**src/verilog/fpu_settings.svh**
```systemverilog
`ifndef FPU_SETTINGS_SVH
`define FPU_SETTINGS_SVH

// binary32 field layout
`define FPU_EXP_W 8   // biased exponent bits
`define FPU_MAN_W 23  // stored fraction bits, hidden bit not included

// exponent bias for binary32
`define FPU_BIAS 127

// bits kept below the lsb while aligning for add/sub
// guard, round, then one sticky bit
`define FPU_GRS_W 3

// fraction of the quiet NaN the unit generates itself
// only the top fraction bit is set
`define FPU_QNAN_MAN 23'h40_0000

`endif

```
**src/verilog/fpu_pkg.sv**
```systemverilog
`default_nettype none

`include "fpu_settings.svh"

package fpu_pkg;

  // one binary32 word: sign, exponent, fraction
  typedef logic [`FPU_EXP_W+`FPU_MAN_W:0] fp32_t;

  typedef logic [`FPU_EXP_W-1:0] fpu_exp_t; // biased exponent
  typedef logic [`FPU_MAN_W:0]   fpu_man_t; // hidden bit made explicit

  // supported operations
  typedef enum logic [1:0] {
    op_add = 2'd0,
    op_sub = 2'd1,
    op_mul = 2'd2
  } fpu_op_t;

  // number of leading zeros in a 32 bit word, 32 when it is all zero
  function automatic logic [5:0] lzc(input logic [31:0] val);
    logic [5:0] cnt;
    logic       found;
    cnt   = 6'd32;
    found = 1'b0;
    for (int i = 31; i >= 0; i--) begin
      if (val[i] && !found) begin // first one seen from the top
        cnt   = 6'(31 - i);
        found = 1'b1;
      end
    end
    return cnt;
  endfunction

endpackage

`default_nettype wire

```
**src/verilog/fpu_unpack.sv**
```systemverilog
`timescale 1ns/1ps
`default_nettype none

`include "fpu_settings.svh"

module fpu_unpack (
  input  fpu_pkg::fp32_t    operand,
  output logic              sign,
  output fpu_pkg::fpu_exp_t exp,
  output fpu_pkg::fpu_man_t man,
  output logic              is_nan,
  output logic              is_inf,
  output logic              is_zero,
  output logic              is_sub
);
  import fpu_pkg::*;

  fpu_exp_t              exp_fld;
  logic [`FPU_MAN_W-1:0] man_fld;
  logic                  exp_max; // all ones, inf or nan
  logic                  exp_min; // all zeros, zero or subnormal
  logic                  man_nz;

  assign sign    = operand[`FPU_EXP_W+`FPU_MAN_W];
  assign exp_fld = operand[`FPU_EXP_W+`FPU_MAN_W-1 -: `FPU_EXP_W];
  assign man_fld = operand[`FPU_MAN_W-1:0];

  assign exp_max = &exp_fld;
  assign exp_min = ~|exp_fld;
  assign man_nz  = |man_fld;

  assign is_nan  = exp_max &  man_nz;
  assign is_inf  = exp_max & ~man_nz;
  assign is_zero = exp_min & ~man_nz;
  assign is_sub  = exp_min &  man_nz;

  // subnormals live at the minimum exponent with a zero hidden bit
  assign exp = is_sub ? fpu_exp_t'(1) : exp_fld;
  assign man = {~exp_min, man_fld}; // hidden bit clear for zero too

endmodule

`default_nettype wire

```
**src/verilog/fpu_addsub.sv**
```systemverilog
`timescale 1ns/1ps
`default_nettype none

`include "fpu_settings.svh"

module fpu_addsub (
  input  fpu_pkg::fpu_op_t  op,
  input  logic              a_sign,
  input  logic              b_sign,
  input  fpu_pkg::fpu_exp_t a_exp,
  input  fpu_pkg::fpu_exp_t b_exp,
  input  fpu_pkg::fpu_man_t a_man,
  input  fpu_pkg::fpu_man_t b_man,
  input  logic              a_nan,
  input  logic              a_inf,
  input  logic              b_nan,
  input  logic              b_inf,
  output fpu_pkg::fp32_t    res
);
  import fpu_pkg::*;

  localparam int MW     = `FPU_MAN_W + 1; // mantissa with hidden bit
  localparam int GW     = `FPU_GRS_W;
  localparam int HI     = MW + 1;         // two's complement sign, carry sits right below
  localparam int SH_MAX = MW + GW - 1;    // any larger shift only feeds the sticky bit

  logic                   b_eff_sign; // b sign after folding in the subtraction
  logic                   swap;       // b has the larger exponent
  fpu_exp_t               exp_big;
  fpu_exp_t               diff;
  logic [4:0]             dsh;
  fpu_man_t               man_big;
  fpu_man_t               man_small;
  logic [MW+SH_MAX-1:0]   win;        // small mantissa after the alignment shift
  logic [HI:-GW]          big_al;
  logic [HI:-GW]          small_al;
  logic [HI:-GW]          a_al;
  logic [HI:-GW]          b_al;
  logic [HI:-GW]          sum;
  logic [HI:-GW]          m_abs;
  logic                   carry;
  logic [HI:-GW]          m_nc;       // carry folded back in
  fpu_exp_t               e_pre;
  logic [5:0]             zcount;
  fpu_exp_t               shift_lim;
  logic [5:0]             nshift;
  logic [HI:-GW]          m_norm;
  fpu_exp_t               e_norm;
  logic [GW-1:0]          grs;
  logic                   round_up;
  logic [HI:0]            m_rnd;
  logic                   rnd_carry;
  logic [HI:0]            m_fin;
  fpu_exp_t               e_fin;
  fpu_exp_t               e_field;
  logic                   special;

  assign b_eff_sign = b_sign ^ (op == op_sub);

  // alignment, the smaller operand moves right
  assign swap      = b_exp > a_exp;
  assign exp_big   = swap ? b_exp : a_exp;
  assign diff      = swap ? (b_exp - a_exp) : (a_exp - b_exp);
  assign man_big   = swap ? b_man : a_man;
  assign man_small = swap ? a_man : b_man;
  assign dsh       = (diff > fpu_exp_t'(SH_MAX)) ? 5'(SH_MAX) : diff[4:0];
  assign win       = {man_small, {SH_MAX{1'b0}}} >> dsh;

  assign big_al   = {2'b00, man_big, {GW{1'b0}}};
  assign small_al = {2'b00, win[MW+SH_MAX-1 -: MW+GW-1], |win[SH_MAX-GW:0]}; // or in sticky
  assign a_al     = swap ? small_al : big_al;
  assign b_al     = swap ? big_al : small_al;

  // signed add, both operands negated by their own sign
  assign sum   = (a_sign ? -a_al : a_al) + (b_eff_sign ? -b_al : b_al);
  assign m_abs = sum[HI] ? -sum : sum;

  // carry out of the hidden bit, shift right but keep the lost bit sticky
  assign carry = m_abs[MW];
  assign m_nc  = carry ? {1'b0, m_abs[HI:-GW+2], |m_abs[-GW+1:-GW]} : m_abs;
  assign e_pre = exp_big + fpu_exp_t'(carry);

  // leading zeros counted from the hidden bit position
  assign zcount    = lzc(32'(m_nc)) - 6'(32 - MW - GW);
  assign shift_lim = (e_pre == '0) ? '0 : e_pre - fpu_exp_t'(1); // stop at exponent 1
  assign nshift    = ({2'b00, zcount} < shift_lim) ? zcount : shift_lim[5:0];
  assign m_norm    = m_nc << nshift;
  assign e_norm    = e_pre - {2'b00, nshift};

  // round to nearest, ties to even
  assign grs      = m_norm[-1:-GW];
  assign round_up = grs[GW-1] & ((|grs[GW-2:0]) | m_norm[0]);
  assign m_rnd    = m_norm[HI:0] + {{HI{1'b0}}, round_up};

  assign rnd_carry = m_rnd[MW];
  assign m_fin     = rnd_carry ? (m_rnd >> 1) : m_rnd;
  assign e_fin     = e_norm + fpu_exp_t'(rnd_carry);
  assign e_field   = m_fin[MW-1] ? e_fin : '0; // no hidden bit means subnormal encoding

  assign special = a_nan | b_nan | a_inf | b_inf;

  always_comb begin
    if (a_nan) begin
      res = {a_sign, a_exp, a_man[`FPU_MAN_W-1:0]};                  // a wins over b
    end else if (b_nan) begin
      res = {b_sign, b_exp, b_man[`FPU_MAN_W-1:0]};
    end else if (a_inf && b_inf && (a_sign != b_eff_sign)) begin
      res = {1'b0, {`FPU_EXP_W{1'b1}}, `FPU_QNAN_MAN};               // inf - inf
    end else if (a_inf) begin
      res = {a_sign, {`FPU_EXP_W{1'b1}}, {`FPU_MAN_W{1'b0}}};
    end else if (b_inf) begin
      res = {b_eff_sign, {`FPU_EXP_W{1'b1}}, {`FPU_MAN_W{1'b0}}};    // sign flips for sub
    end else if (m_fin == '0) begin
      res = '0;                                                       // exact zero is +0
    end else begin
      res = {sum[HI], e_field, m_fin[`FPU_MAN_W-1:0]};
    end
  end

  // exponent above the minimum means normalization reached the hidden bit
  always_comb begin
    if (!special && (m_fin != '0) && (e_norm > fpu_exp_t'(1))) begin
      norm_hidden_a: assert final (m_norm[MW-1])
        else $error("addsub result left unnormalized above minimum exponent");
    end
  end

endmodule

`default_nettype wire

```
**src/verilog/fpu_mul.sv**
```systemverilog
`timescale 1ns/1ps
`default_nettype none

`include "fpu_settings.svh"

module fpu_mul (
  input  logic              a_sign,
  input  logic              b_sign,
  input  fpu_pkg::fpu_exp_t a_exp,
  input  fpu_pkg::fpu_exp_t b_exp,
  input  fpu_pkg::fpu_man_t a_man,
  input  fpu_pkg::fpu_man_t b_man,
  input  logic              a_nan,
  input  logic              a_inf,
  input  logic              a_zero,
  input  logic              b_nan,
  input  logic              b_inf,
  input  logic              b_zero,
  output fpu_pkg::fp32_t    res
);
  import fpu_pkg::*;

  localparam int MW = `FPU_MAN_W + 1;

  logic                  sign;
  logic [2*MW-1:0]       prod;   // 1.x * 1.x gives 01.x or 1x.x
  fpu_exp_t              e_sum;
  logic [2*MW-1:0]       p_norm; // top bit is the hidden bit
  fpu_exp_t              e_norm;
  logic                  round_up;
  logic [MW:0]           p_rnd;
  logic                  rnd_carry;
  logic [`FPU_MAN_W-1:0] m_fin;
  fpu_exp_t              e_fin;

  assign sign  = a_sign ^ b_sign;
  assign prod  = a_man * b_man;
  assign e_sum = a_exp - fpu_exp_t'(`FPU_BIAS) + b_exp; // no range check, wraps

  assign p_norm = prod[2*MW-1] ? prod : (prod << 1);
  assign e_norm = e_sum + fpu_exp_t'(prod[2*MW-1]);

  // guard is bit MW-1, everything below is sticky
  assign round_up  = p_norm[MW-1] & ((|p_norm[MW-2:0]) | p_norm[MW]);
  assign p_rnd     = {1'b0, p_norm[2*MW-1:MW]} + {{MW{1'b0}}, round_up};
  assign rnd_carry = p_rnd[MW];
  assign m_fin     = rnd_carry ? p_rnd[MW-1:1] : p_rnd[MW-2:0];
  assign e_fin     = e_norm + fpu_exp_t'(rnd_carry);

  always_comb begin
    if (a_nan) begin
      res = {a_sign, a_exp, a_man[`FPU_MAN_W-1:0]};
    end else if (b_nan) begin
      res = {b_sign, b_exp, b_man[`FPU_MAN_W-1:0]};
    end else if ((a_zero && b_inf) || (a_inf && b_zero)) begin
      res = {1'b0, {`FPU_EXP_W{1'b1}}, `FPU_QNAN_MAN}; // 0 * inf
    end else if (a_inf || b_inf) begin
      res = {sign, {`FPU_EXP_W{1'b1}}, {`FPU_MAN_W{1'b0}}};
    end else if (a_zero || b_zero) begin
      res = {sign, {`FPU_EXP_W{1'b0}}, {`FPU_MAN_W{1'b0}}};
    end else begin
      res = {sign, e_fin, m_fin};
    end
  end

  // normal operands put the hidden bit at MW-1 or one above it after rounding
  always_comb begin
    if (a_man[MW-1] && b_man[MW-1]) begin
      rnd_once_a: assert final (p_rnd[MW] || p_rnd[MW-1])
        else $error("mul mantissa needs a second renormalization");
    end
  end

endmodule

`default_nettype wire

```
**src/verilog/fpu_result_reg.sv**
```systemverilog
`timescale 1ns/1ps
`default_nettype none

module fpu_result_reg (
  input  logic             clk,
  input  logic             rst,
  input  logic             in_valid,
  input  fpu_pkg::fpu_op_t op,
  input  fpu_pkg::fp32_t   addsub_res,
  input  fpu_pkg::fp32_t   mul_res,
  output fpu_pkg::fp32_t   result,
  output logic             out_valid
);
  import fpu_pkg::*;

  fp32_t sel_res;

  // add and sub share one datapath
  assign sel_res = (op == op_mul) ? mul_res : addsub_res;

  always_ff @(posedge clk) begin
    if (rst) begin
      result    <= '0;
      out_valid <= 1'b0;
    end else begin
      out_valid <= in_valid; // fixed one cycle latency
      if (in_valid) begin
        result <= sel_res;   // holds while idle
      end
    end
  end

  // only the three defined opcodes may be issued
  op_defined_a: assert property (
    @(posedge clk) disable iff (rst)
    in_valid |-> (op inside {op_add, op_sub, op_mul})
  ) else $error("undefined opcode issued with in_valid");

endmodule

`default_nettype wire

```
**src/verilog/fpu_top.sv**
```systemverilog
`timescale 1ns/1ps
`default_nettype none

module fpu_top (
  input  logic             clk,
  input  logic             rst,
  input  logic             in_valid,
  input  fpu_pkg::fp32_t   a,
  input  fpu_pkg::fp32_t   b,
  input  fpu_pkg::fpu_op_t op,
  output fpu_pkg::fp32_t   result,
  output logic             out_valid
);
  import fpu_pkg::*;

  // unpacked operand a
  logic     a_sign;
  fpu_exp_t a_exp;
  fpu_man_t a_man;
  logic     a_nan;
  logic     a_inf;
  logic     a_zero;
  logic     a_sub;

  // unpacked operand b
  logic     b_sign;
  fpu_exp_t b_exp;
  fpu_man_t b_man;
  logic     b_nan;
  logic     b_inf;
  logic     b_zero;
  logic     b_sub;

  fp32_t    addsub_res;
  fp32_t    mul_res;

  fpu_unpack u_unpack_a (
    .operand (a),
    .sign    (a_sign),
    .exp     (a_exp),
    .man     (a_man),
    .is_nan  (a_nan),
    .is_inf  (a_inf),
    .is_zero (a_zero),
    .is_sub  (a_sub)
  );

  fpu_unpack u_unpack_b (
    .operand (b),
    .sign    (b_sign),
    .exp     (b_exp),
    .man     (b_man),
    .is_nan  (b_nan),
    .is_inf  (b_inf),
    .is_zero (b_zero),
    .is_sub  (b_sub)
  );

  fpu_addsub u_addsub (
    .op     (op),
    .a_sign (a_sign),
    .b_sign (b_sign),
    .a_exp  (a_exp),
    .b_exp  (b_exp),
    .a_man  (a_man),
    .b_man  (b_man),
    .a_nan  (a_nan),
    .a_inf  (a_inf),
    .b_nan  (b_nan),
    .b_inf  (b_inf),
    .res    (addsub_res)
  );

  fpu_mul u_mul (
    .a_sign (a_sign),
    .b_sign (b_sign),
    .a_exp  (a_exp),
    .b_exp  (b_exp),
    .a_man  (a_man),
    .b_man  (b_man),
    .a_nan  (a_nan),
    .a_inf  (a_inf),
    .a_zero (a_zero | a_sub), // subnormal mul inputs are never driven
    .b_nan  (b_nan),
    .b_inf  (b_inf),
    .b_zero (b_zero | b_sub),
    .res    (mul_res)
  );

  fpu_result_reg u_result (
    .clk        (clk),
    .rst        (rst),
    .in_valid   (in_valid),
    .op         (op),
    .addsub_res (addsub_res),
    .mul_res    (mul_res),
    .result     (result),
    .out_valid  (out_valid)
  );

endmodule

`default_nettype wire

```
**config.mk**
```make
export PLATFORM = sky130hd
export DESIGN_NAME = fpu_top
export DESIGN_NICKNAME = d
export VERILOG_FILES = /design/src/verilog/fpu_pkg.sv /design/src/verilog/fpu_unpack.sv /design/src/verilog/fpu_addsub.sv /design/src/verilog/fpu_mul.sv /design/src/verilog/fpu_result_reg.sv /design/src/verilog/fpu_top.sv
export VERILOG_INCLUDE_DIRS = /design/src /design/src/verilog
export SDC_FILE = /design/constraint.sdc
export NUM_CORES = 2
export LEC_CHECK = 0
export BUFFER_PORTS_ARGS = -buffer_cell sky130_fd_sc_hd__buf_2
export CAP_MARGIN = 15
export CORE_MARGIN = 5
export CORE_UTILIZATION = 44
export DETAILED_ROUTE_END_ITERATION = 16
export MAX_ROUTING_LAYER = met4
export RECOVER_POWER = 25
export SETUP_SLACK_MARGIN = 0.2
export SLEW_MARGIN = 5
export SYNTH_ARGS = -nofsm -noshare
export SYNTH_HDL_FRONTEND = slang
export SYNTH_SLANG_ARGS = --single-unit
```
**constraint.sdc**
```tcl
create_clock -name clk -period 23.4 [get_ports clk]
set_clock_uncertainty 0.15 [all_clocks]
set_input_delay 1.17 -clock clk [delete_from_list [all_inputs] [get_ports clk]]
set_output_delay 1.17 -clock clk [all_outputs]
set_load 0.01 [all_outputs]
```
Yosys cells after proc, flatten, opt, wreduce, memory -nomap -nowiden
Index checks and enable logic that the tools add are counted.
{"block": "classes", "add_sub_neg": 17, "muxes": 88, "magnitude_cmp": 3, "shifts": 2, "multipliers": 1, "n_reduce_logical": 77, "bitwise_logic": 18, "n_eq_ne": 3}
{"operator": "two-way mux 32 bit", "count": 10}
{"operator": "two-way mux 6 bit", "count": 30}
{"operator": "two-way mux 29 bit", "count": 4}
{"operator": "negation 29 bit", "count": 3}
{"operator": "OR reduction 23 bit", "count": 3}
{"operator": "two-way mux 31 bit", "count": 2}
{"operator": "two-way mux 27 bit", "count": 2}
{"operator": ">> shifter 50 x 5 -> 50 bit", "count": 1}
{"operator": "multiplier 24 x 24 -> 48 bit", "count": 1}
{"operator": "two-way mux 24 bit", "count": 2}
{"operator": "two-way mux 48 bit", "count": 1}
{"operator": "two-way mux 8 bit", "count": 6}
{"operator": "adder 8 x 1 -> 8 bit", "count": 4}
{"operator": "logical AND 1 bit", "count": 32}
{"operator": "logical NOT 1 bit", "count": 30}
{"operator": "adder 29 bit", "count": 1}
{"operator": "<< shifter 29 x 6 -> 29 bit", "count": 1}
{"operator": "two-way mux 1 bit", "count": 28}
{"operator": "adder 26 x 1 -> 26 bit", "count": 1}
{"operator": "logical NOT 26 bit", "count": 1}
{"operator": "two-way mux 26 bit", "count": 1}
{"operator": "adder 24 x 1 -> 25 bit", "count": 1}
{"operator": "OR reduction 24 bit", "count": 1}
{"operator": "two-way mux 23 bit", "count": 1}
{"operator": "other kinds (22)", "count": 42}
{"block": "totals", "wordCells": 211, "regBits": 33}

Longest topological paths before layout
{"block": "depth", "ltp_word": 120, "depth_mapped": 109}

By module
From an unflattened synthesis, not the netlist that was laid out.
{"block": "unflattened", "cells_unflattened": 5044, "hier_area_um2": 38639.6}
{"module": "fpu_mul", "area_each_um2": 22094.9, "cells_per_inst": 2656, "seq_area_each_um2": 0.0, "instances": 1}
{"module": "fpu_addsub", "area_each_um2": 13937.1, "cells_per_inst": 2092, "seq_area_each_um2": 0.0, "instances": 1}
{"module": "fpu_result_reg", "area_each_um2": 1889.3, "cells_per_inst": 186, "seq_area_each_um2": 660.6, "instances": 1}
{"module": "fpu_unpack", "area_each_um2": 352.8, "cells_per_inst": 54, "seq_area_each_um2": 0.0, "instances": 2}
{"module": "fpu_top", "area_each_um2": 12.5, "cells_per_inst": 2, "seq_area_each_um2": 0.0, "instances": 1}

Least setup slack after synthesis
No wires, ideal clock.
{"block": "synth_path", "path_kind": "in2reg", "startpoint": "input port a[14]", "endpoint": "register u_result.result[29]", "stages": 97, "arrival_ns": 21.950, "setup_time_ns": 0.132, "slack_ns": 1.168, "path_buffers": 15, "path_cell_list": "clkbuf_1 -> or3_1 -> nor4_1 -> nor2_1 -> nor2_1 -> ha_1 -> inv_1 -> fa_1 -> a21o_1 -> a21o_1 -> a211oi_1 -> o211a_1 -> clkbuf_1 -> and3b_1 -> buf_2 -> o22ai_2 -> buf_2 -> buf_2 -> (+61 left out) -> or4b_1 -> or4b_1 -> buf_2 -> nor3_1 -> or2_1 -> buf_2 -> inv_2 -> clkbuf_1 -> ha_1 -> fa_1 -> a21o_1 -> a21o_1 -> a21o_1 -> a21oi_1 -> xor2_1 -> o21ai_1 -> a221oi_1 -> nor3_1"}
{"block": "synth_via", "elab_chain_cells": 118}
{"element": "start: declaration", "line_no": "fpu_top.sv:8", "text": "input fpu_pkg::fp32_t a,"}
{"element": "OR reduction 23 bit", "line_no": "fpu_unpack.sv:30", "text": "assign man_nz = |man_fld;"}
{"element": "bitwise AND 1 bit", "line_no": "fpu_unpack.sv:35", "text": "assign is_sub = exp_min & man_nz;"}
{"element": "two-way mux 8 bit", "line_no": "fpu_unpack.sv:38", "text": "assign exp = is_sub ? fpu_exp_t'(1) : exp_fld;"}
{"element": "subtractor 8 bit or greater-than comparator 8 bit (tied branches)", "line_no": "fpu_addsub.sv:63, fpu_addsub.sv:61"}
{"element": "two-way mux 8 bit", "line_no": "fpu_addsub.sv:63", "text": "assign diff = swap ? (b_exp - a_exp) : (a_exp - b_exp);"}
{"element": "greater-than comparator 8 x 5 -> 1 bit", "line_no": "fpu_addsub.sv:66", "text": "assign dsh = (diff > fpu_exp_t'(SH_MAX)) ? 5'(SH_MAX) : diff[4:0];"}
{"element": "two-way mux 5 bit", "line_no": "fpu_addsub.sv:66"}
{"element": ">> shifter 50 x 5 -> 50 bit", "line_no": "fpu_addsub.sv:67", "text": "assign win = {man_small, {SH_MAX{1'b0}}} >> dsh;"}
{"element": "(+102 left out)"}
{"element": "two-way mux 8 bit or logical NOT 26 bit (tied branches)", "line_no": "fpu_addsub.sv:98, fpu_addsub.sv:113"}
{"element": "two-way mux 32 bit", "line_no": "fpu_addsub.sv:113", "text": "end else if (m_fin == '0) begin"}
{"element": "two-way mux 32 bit", "line_no": "fpu_addsub.sv:111", "text": "end else if (b_inf) begin"}
{"element": "two-way mux 32 bit", "line_no": "fpu_addsub.sv:109", "text": "end else if (a_inf) begin"}
{"element": "two-way mux 32 bit", "line_no": "fpu_addsub.sv:107", "text": "end else if (a_inf && b_inf && (a_sign != b_eff_sign)) begin"}
{"element": "two-way mux 32 bit", "line_no": "fpu_addsub.sv:105", "text": "end else if (b_nan) begin"}
{"element": "two-way mux 32 bit", "line_no": "fpu_addsub.sv:103", "text": "if (a_nan) begin"}
{"element": "two-way mux 32 bit *", "line_no": "fpu_result_reg.sv:19", "text": "assign sel_res = (op == op_mul) ? mul_res : addsub_res;"}
{"element": "end signal: assignment", "line_no": "fpu_result_reg.sv:28", "text": "result <= sel_res;"}
{"element": "end: declaration", "line_no": "fpu_result_reg.sv:11", "text": "output fpu_pkg::fp32_t result,"}
Mark *: on every way between the ends. The rest lies on a longest branch, timed or not.
A chain may end at the register's enable or synchronous reset.

Final worst setup path
{"block": "layout_path", "startpoint": "input port b[5]", "endpoint": "register u_result.result[29]"}
{"block": "layout_via", "elab_chain_cells": 118}
{"element": "start: declaration", "line_no": "fpu_top.sv:9", "text": "input fpu_pkg::fp32_t b,"}
{"element": "OR reduction 23 bit", "line_no": "fpu_unpack.sv:30"}
{"element": "bitwise AND 1 bit", "line_no": "fpu_unpack.sv:35"}
{"element": "two-way mux 8 bit", "line_no": "fpu_unpack.sv:38"}
{"element": "subtractor 8 bit or greater-than comparator 8 bit (tied branches)", "line_no": "fpu_addsub.sv:63, fpu_addsub.sv:61"}
{"element": "two-way mux 8 bit", "line_no": "fpu_addsub.sv:63"}
{"element": "greater-than comparator 8 x 5 -> 1 bit", "line_no": "fpu_addsub.sv:66"}
{"element": "two-way mux 5 bit", "line_no": "fpu_addsub.sv:66"}
{"element": ">> shifter 50 x 5 -> 50 bit", "line_no": "fpu_addsub.sv:67"}
{"element": "(+102 left out)"}
{"element": "two-way mux 8 bit or logical NOT 26 bit (tied branches)", "line_no": "fpu_addsub.sv:98, fpu_addsub.sv:113"}
{"element": "two-way mux 32 bit", "line_no": "fpu_addsub.sv:113"}
{"element": "two-way mux 32 bit", "line_no": "fpu_addsub.sv:111"}
{"element": "two-way mux 32 bit", "line_no": "fpu_addsub.sv:109"}
{"element": "two-way mux 32 bit", "line_no": "fpu_addsub.sv:107"}
{"element": "two-way mux 32 bit", "line_no": "fpu_addsub.sv:105"}
{"element": "two-way mux 32 bit", "line_no": "fpu_addsub.sv:103"}
{"element": "two-way mux 32 bit *", "line_no": "fpu_result_reg.sv:19"}
Marks and branches as above.

==> flow_summary_export.csv <==
group,metric,value,unit
cts,ctsLongestPathBuffers,2,
cts,clk_pin_slew_worst_paths,60,ps
global_routing,grt_pass1_vias,36175,
detailed_routing,avgRoutedWirePerCell,25.9,µm
critical_path,crit_start,"b[5]",
final_layout,mostFrequentLayoutCell,"nand2_1",
critical_path,crit_path_max_incr_delay,760,ps
cts,worstSkewPairLatency,280,ps
critical_path,slowest_stage,"xnor2_1",
sta,slew-limit-headroom,14.6,%
sta,worstMarginPinSlew,1270,ps
final_layout,nNetsFinal,5652,
detailed_routing,drtIter0Drc,3852,
die,die_y,296,µm
synth,ys_types,118,
final_layout,fillers,8231,
synth,synth_top_area_cell,"fa_1",
detailed_routing,routed_via_density,6.24,
sta,maxSlewViolCount,0,
status,status,"completed",
synth,synth_top_family_by_area,"adder cells",
synth,synth_fa_ha_area_share,36.1,%
synth,ys.flop_type,"dfxtp_1",
sta,fin_crit,22130,ps
final_layout,final_cell_mix,"704 x nand2_1, 578 x inv_1, 488 x fa_1",
detailed_routing,wirelength,153000,µm
die,num_rows,104,
critical_path,criticalPathCategory,"in -> reg",
critical_path,critPathLaunchType,"primary input",
hold_path,hp-start,"u_result.result[18]",
synth,syn-cell-area,36000,µm²
flow_run,maxCapViolations,0,
synth,yosys_warnings,0,
final_layout,layout-drive-gt1-share,10.1,%
die,core-area,80800,µm²
synth,synth.mux.area_fraction,4.49,%
global_routing,antenna_found_initial,13,
detailed_routing,num_vias,36870,
global_routing,grt_overflow,0,
die,initial_core_util,44.5,%
synth,synth_simple_gate_area_share,23.6,%
detailed_routing,firstDrtPassIters,6,
critical_path,worst_path_most_repeated_cell,"a21oi_1",
cts,cts_buffers,5,
place,dpl.hpwl,117000,µm
synth,synth_top_area_share,27.1,%
synth,synth_seq_cells,33,
global_routing,grt_max_degree,60,
synth,syn_avg_cell_area,7.51,µm²
cts,cts_root_buf,"clkbuf_16",
synth,synthTopCellsByArea,"fa_1 27%, ha_1 9.0%, nand2_1 7.3%",
synth,yosysSeqAreaShare,1.84,%
sta,hold_violations,0,
place,port-buffer-count,101,
final_layout,syn_to_final_growth,8.26,%
sta,timing.setup.tns,0,ps
sta,period_share,94.6,%
detailed_routing,drc,0,
cts,cts_tree,"built",
global_routing,grtUsageTotal,35.2,%
place,gp_congestion,1.05,
cts,ctsHoldBuffers,0,
critical_path,critPathArrivalTime,22120,ps
critical_path,cp-end-kind,"flip-flop",
die,io_pins,102,
detailed_routing,postRouteAntennaNets,0,
synth,synth_edf_count,0,
critical_path,crit_fanout,18,
synth,synth_xor_xnor_area_share,5.33,%
sta,setup_viol,0,
synth,mappedNetlistNets,5610,
cts,clock-sinks,33,
die,fp.dieW,296,µm
synth,synth_cells,4794,
critical_path,required,23390,ps
synth,synth-compound-area-share,19.0,%
global_routing,grt_pass1_wl,229000,µm
critical_path,r2r_start,"u_result.result[31]",
hold_path,hold_class,"reg -> reg",
cts,cts-htree-levels,2,
die,die-area,87600,µm²
synth,synth_async_sr_flop_share,0,%
sta,clock.fmax,0.0452,GHz
sta,rsz0062_at_grt,"no",
through the flow:
stage	cell area, µm²	hold slack, ps	setup slack, ps	instances	utilization (%)
finish	39000	323	1270	5909	48.2
global route	39000	343	163	5904	48.2
CTS	38600	325	306	5883	47.8
detailed placement	38400	312	181	5875	47.5
global placement	38400	312	304	5875	47.5
floorplan	36000	344	1170	4794	-
worst paths after layout:
kind         slack, ps             endpoint  depth (start not counted)
min reg2reg        320  u_result.result[18]                          2
max               1270  u_result.result[29]                         92
min                320  u_result.result[18]                          2
max reg2reg      22230  u_result.result[31]                          4
area by class of cell:
type / count / area (µm²) / share of cell area, %
multi-input combinational: 3861 / 32200 / 82.6
timing repair buffer: 348 / 2380 / 6.12
inverter: 587 / 2210 / 5.66
tap: 1060 / 1330 / 3.40
sequential: 33 / 661 / 1.70
clock buffer: 7 / 143 / 0.366
clock inverter: 1 / 30.0 / 0.0771
antenna: 12 / 30.0 / 0.0771
timing repair:
action	4_1_cts	5_1_grt
gates resized for setup	0	55
endpoints found under the setup margin	0	32
buffers inserted	0	13
metal layers:
layer | track usage [%] | wire, µm
met1 | 47.6 | 64700
met2 | 54.3 | 68100
met3 | 5.99 | 14100
met4 | 11.5 | 6260
met5 | - | 0
critical path, delay by kind of cell:
kind,cells,cell delay (ps)
adders and majority gates,6,2000
muxes,4,1360
buffers and inverters,13,1990
xor gates and xnor gates,3,1100
and+or+nand+nor,34,8420
AOI/OAI and AO/OA,32,6070
cells in the mapped netlist (all sizes together) (12+ instances only):
| cell type | number |
|---|---|
| mux2 | 18 |
| xor2 | 81 |
| a21boi | 13 |
| a211o | 20 |
| o211ai | 61 |
| o2111ai | 17 |
| ha | 259 |
| fa | 488 |
| clkbuf | 235 |
| o31ai | 34 |
| o21ai | 170 |
| nor3 | 115 |
| a21o | 47 |
| or2 | 23 |
| nor3b | 14 |
| nor2b | 20 |
| or3 | 34 |
| nand2 | 705 |
| o21a | 27 |
| buf | 79 |
| and4 | 12 |
| a31oi | 37 |
| nand3 | 92 |
| nand3b | 14 |
| and2 | 226 |
| a211oi | 51 |
| xnor2 | 138 |
| mux2i | 126 |
| a22oi | 36 |
| a2111oi | 14 |
| a22o | 13 |
| nand2b | 31 |
| a221oi | 26 |
| dfxtp | 33 |
| a311oi | 12 |
| nor4 | 51 |
| nand4 | 49 |
| inv | 585 |
| a21oi | 219 |
| o22ai | 24 |
| o21bai | 31 |
| nor2 | 300 |
| and3 | 34 |
flip-flops by register name (all words and copies together) (netlist names):
name and count:
u_result.result 32, u_result.out_valid 1
cell families after synthesis:
kind of cell               count (synthesis)
and+or+nand+nor                         1763
AOI/OAI and AO/OA                        981
buffers and inverters                    901
adders and majority gates                747
xor gates and xnor gates                 219
muxes                                    150
DFF                                       33
Power is left out: the tool's default activity adds up to more than one toggle a clock period on the data nets, which glitch-free logic cannot reach.
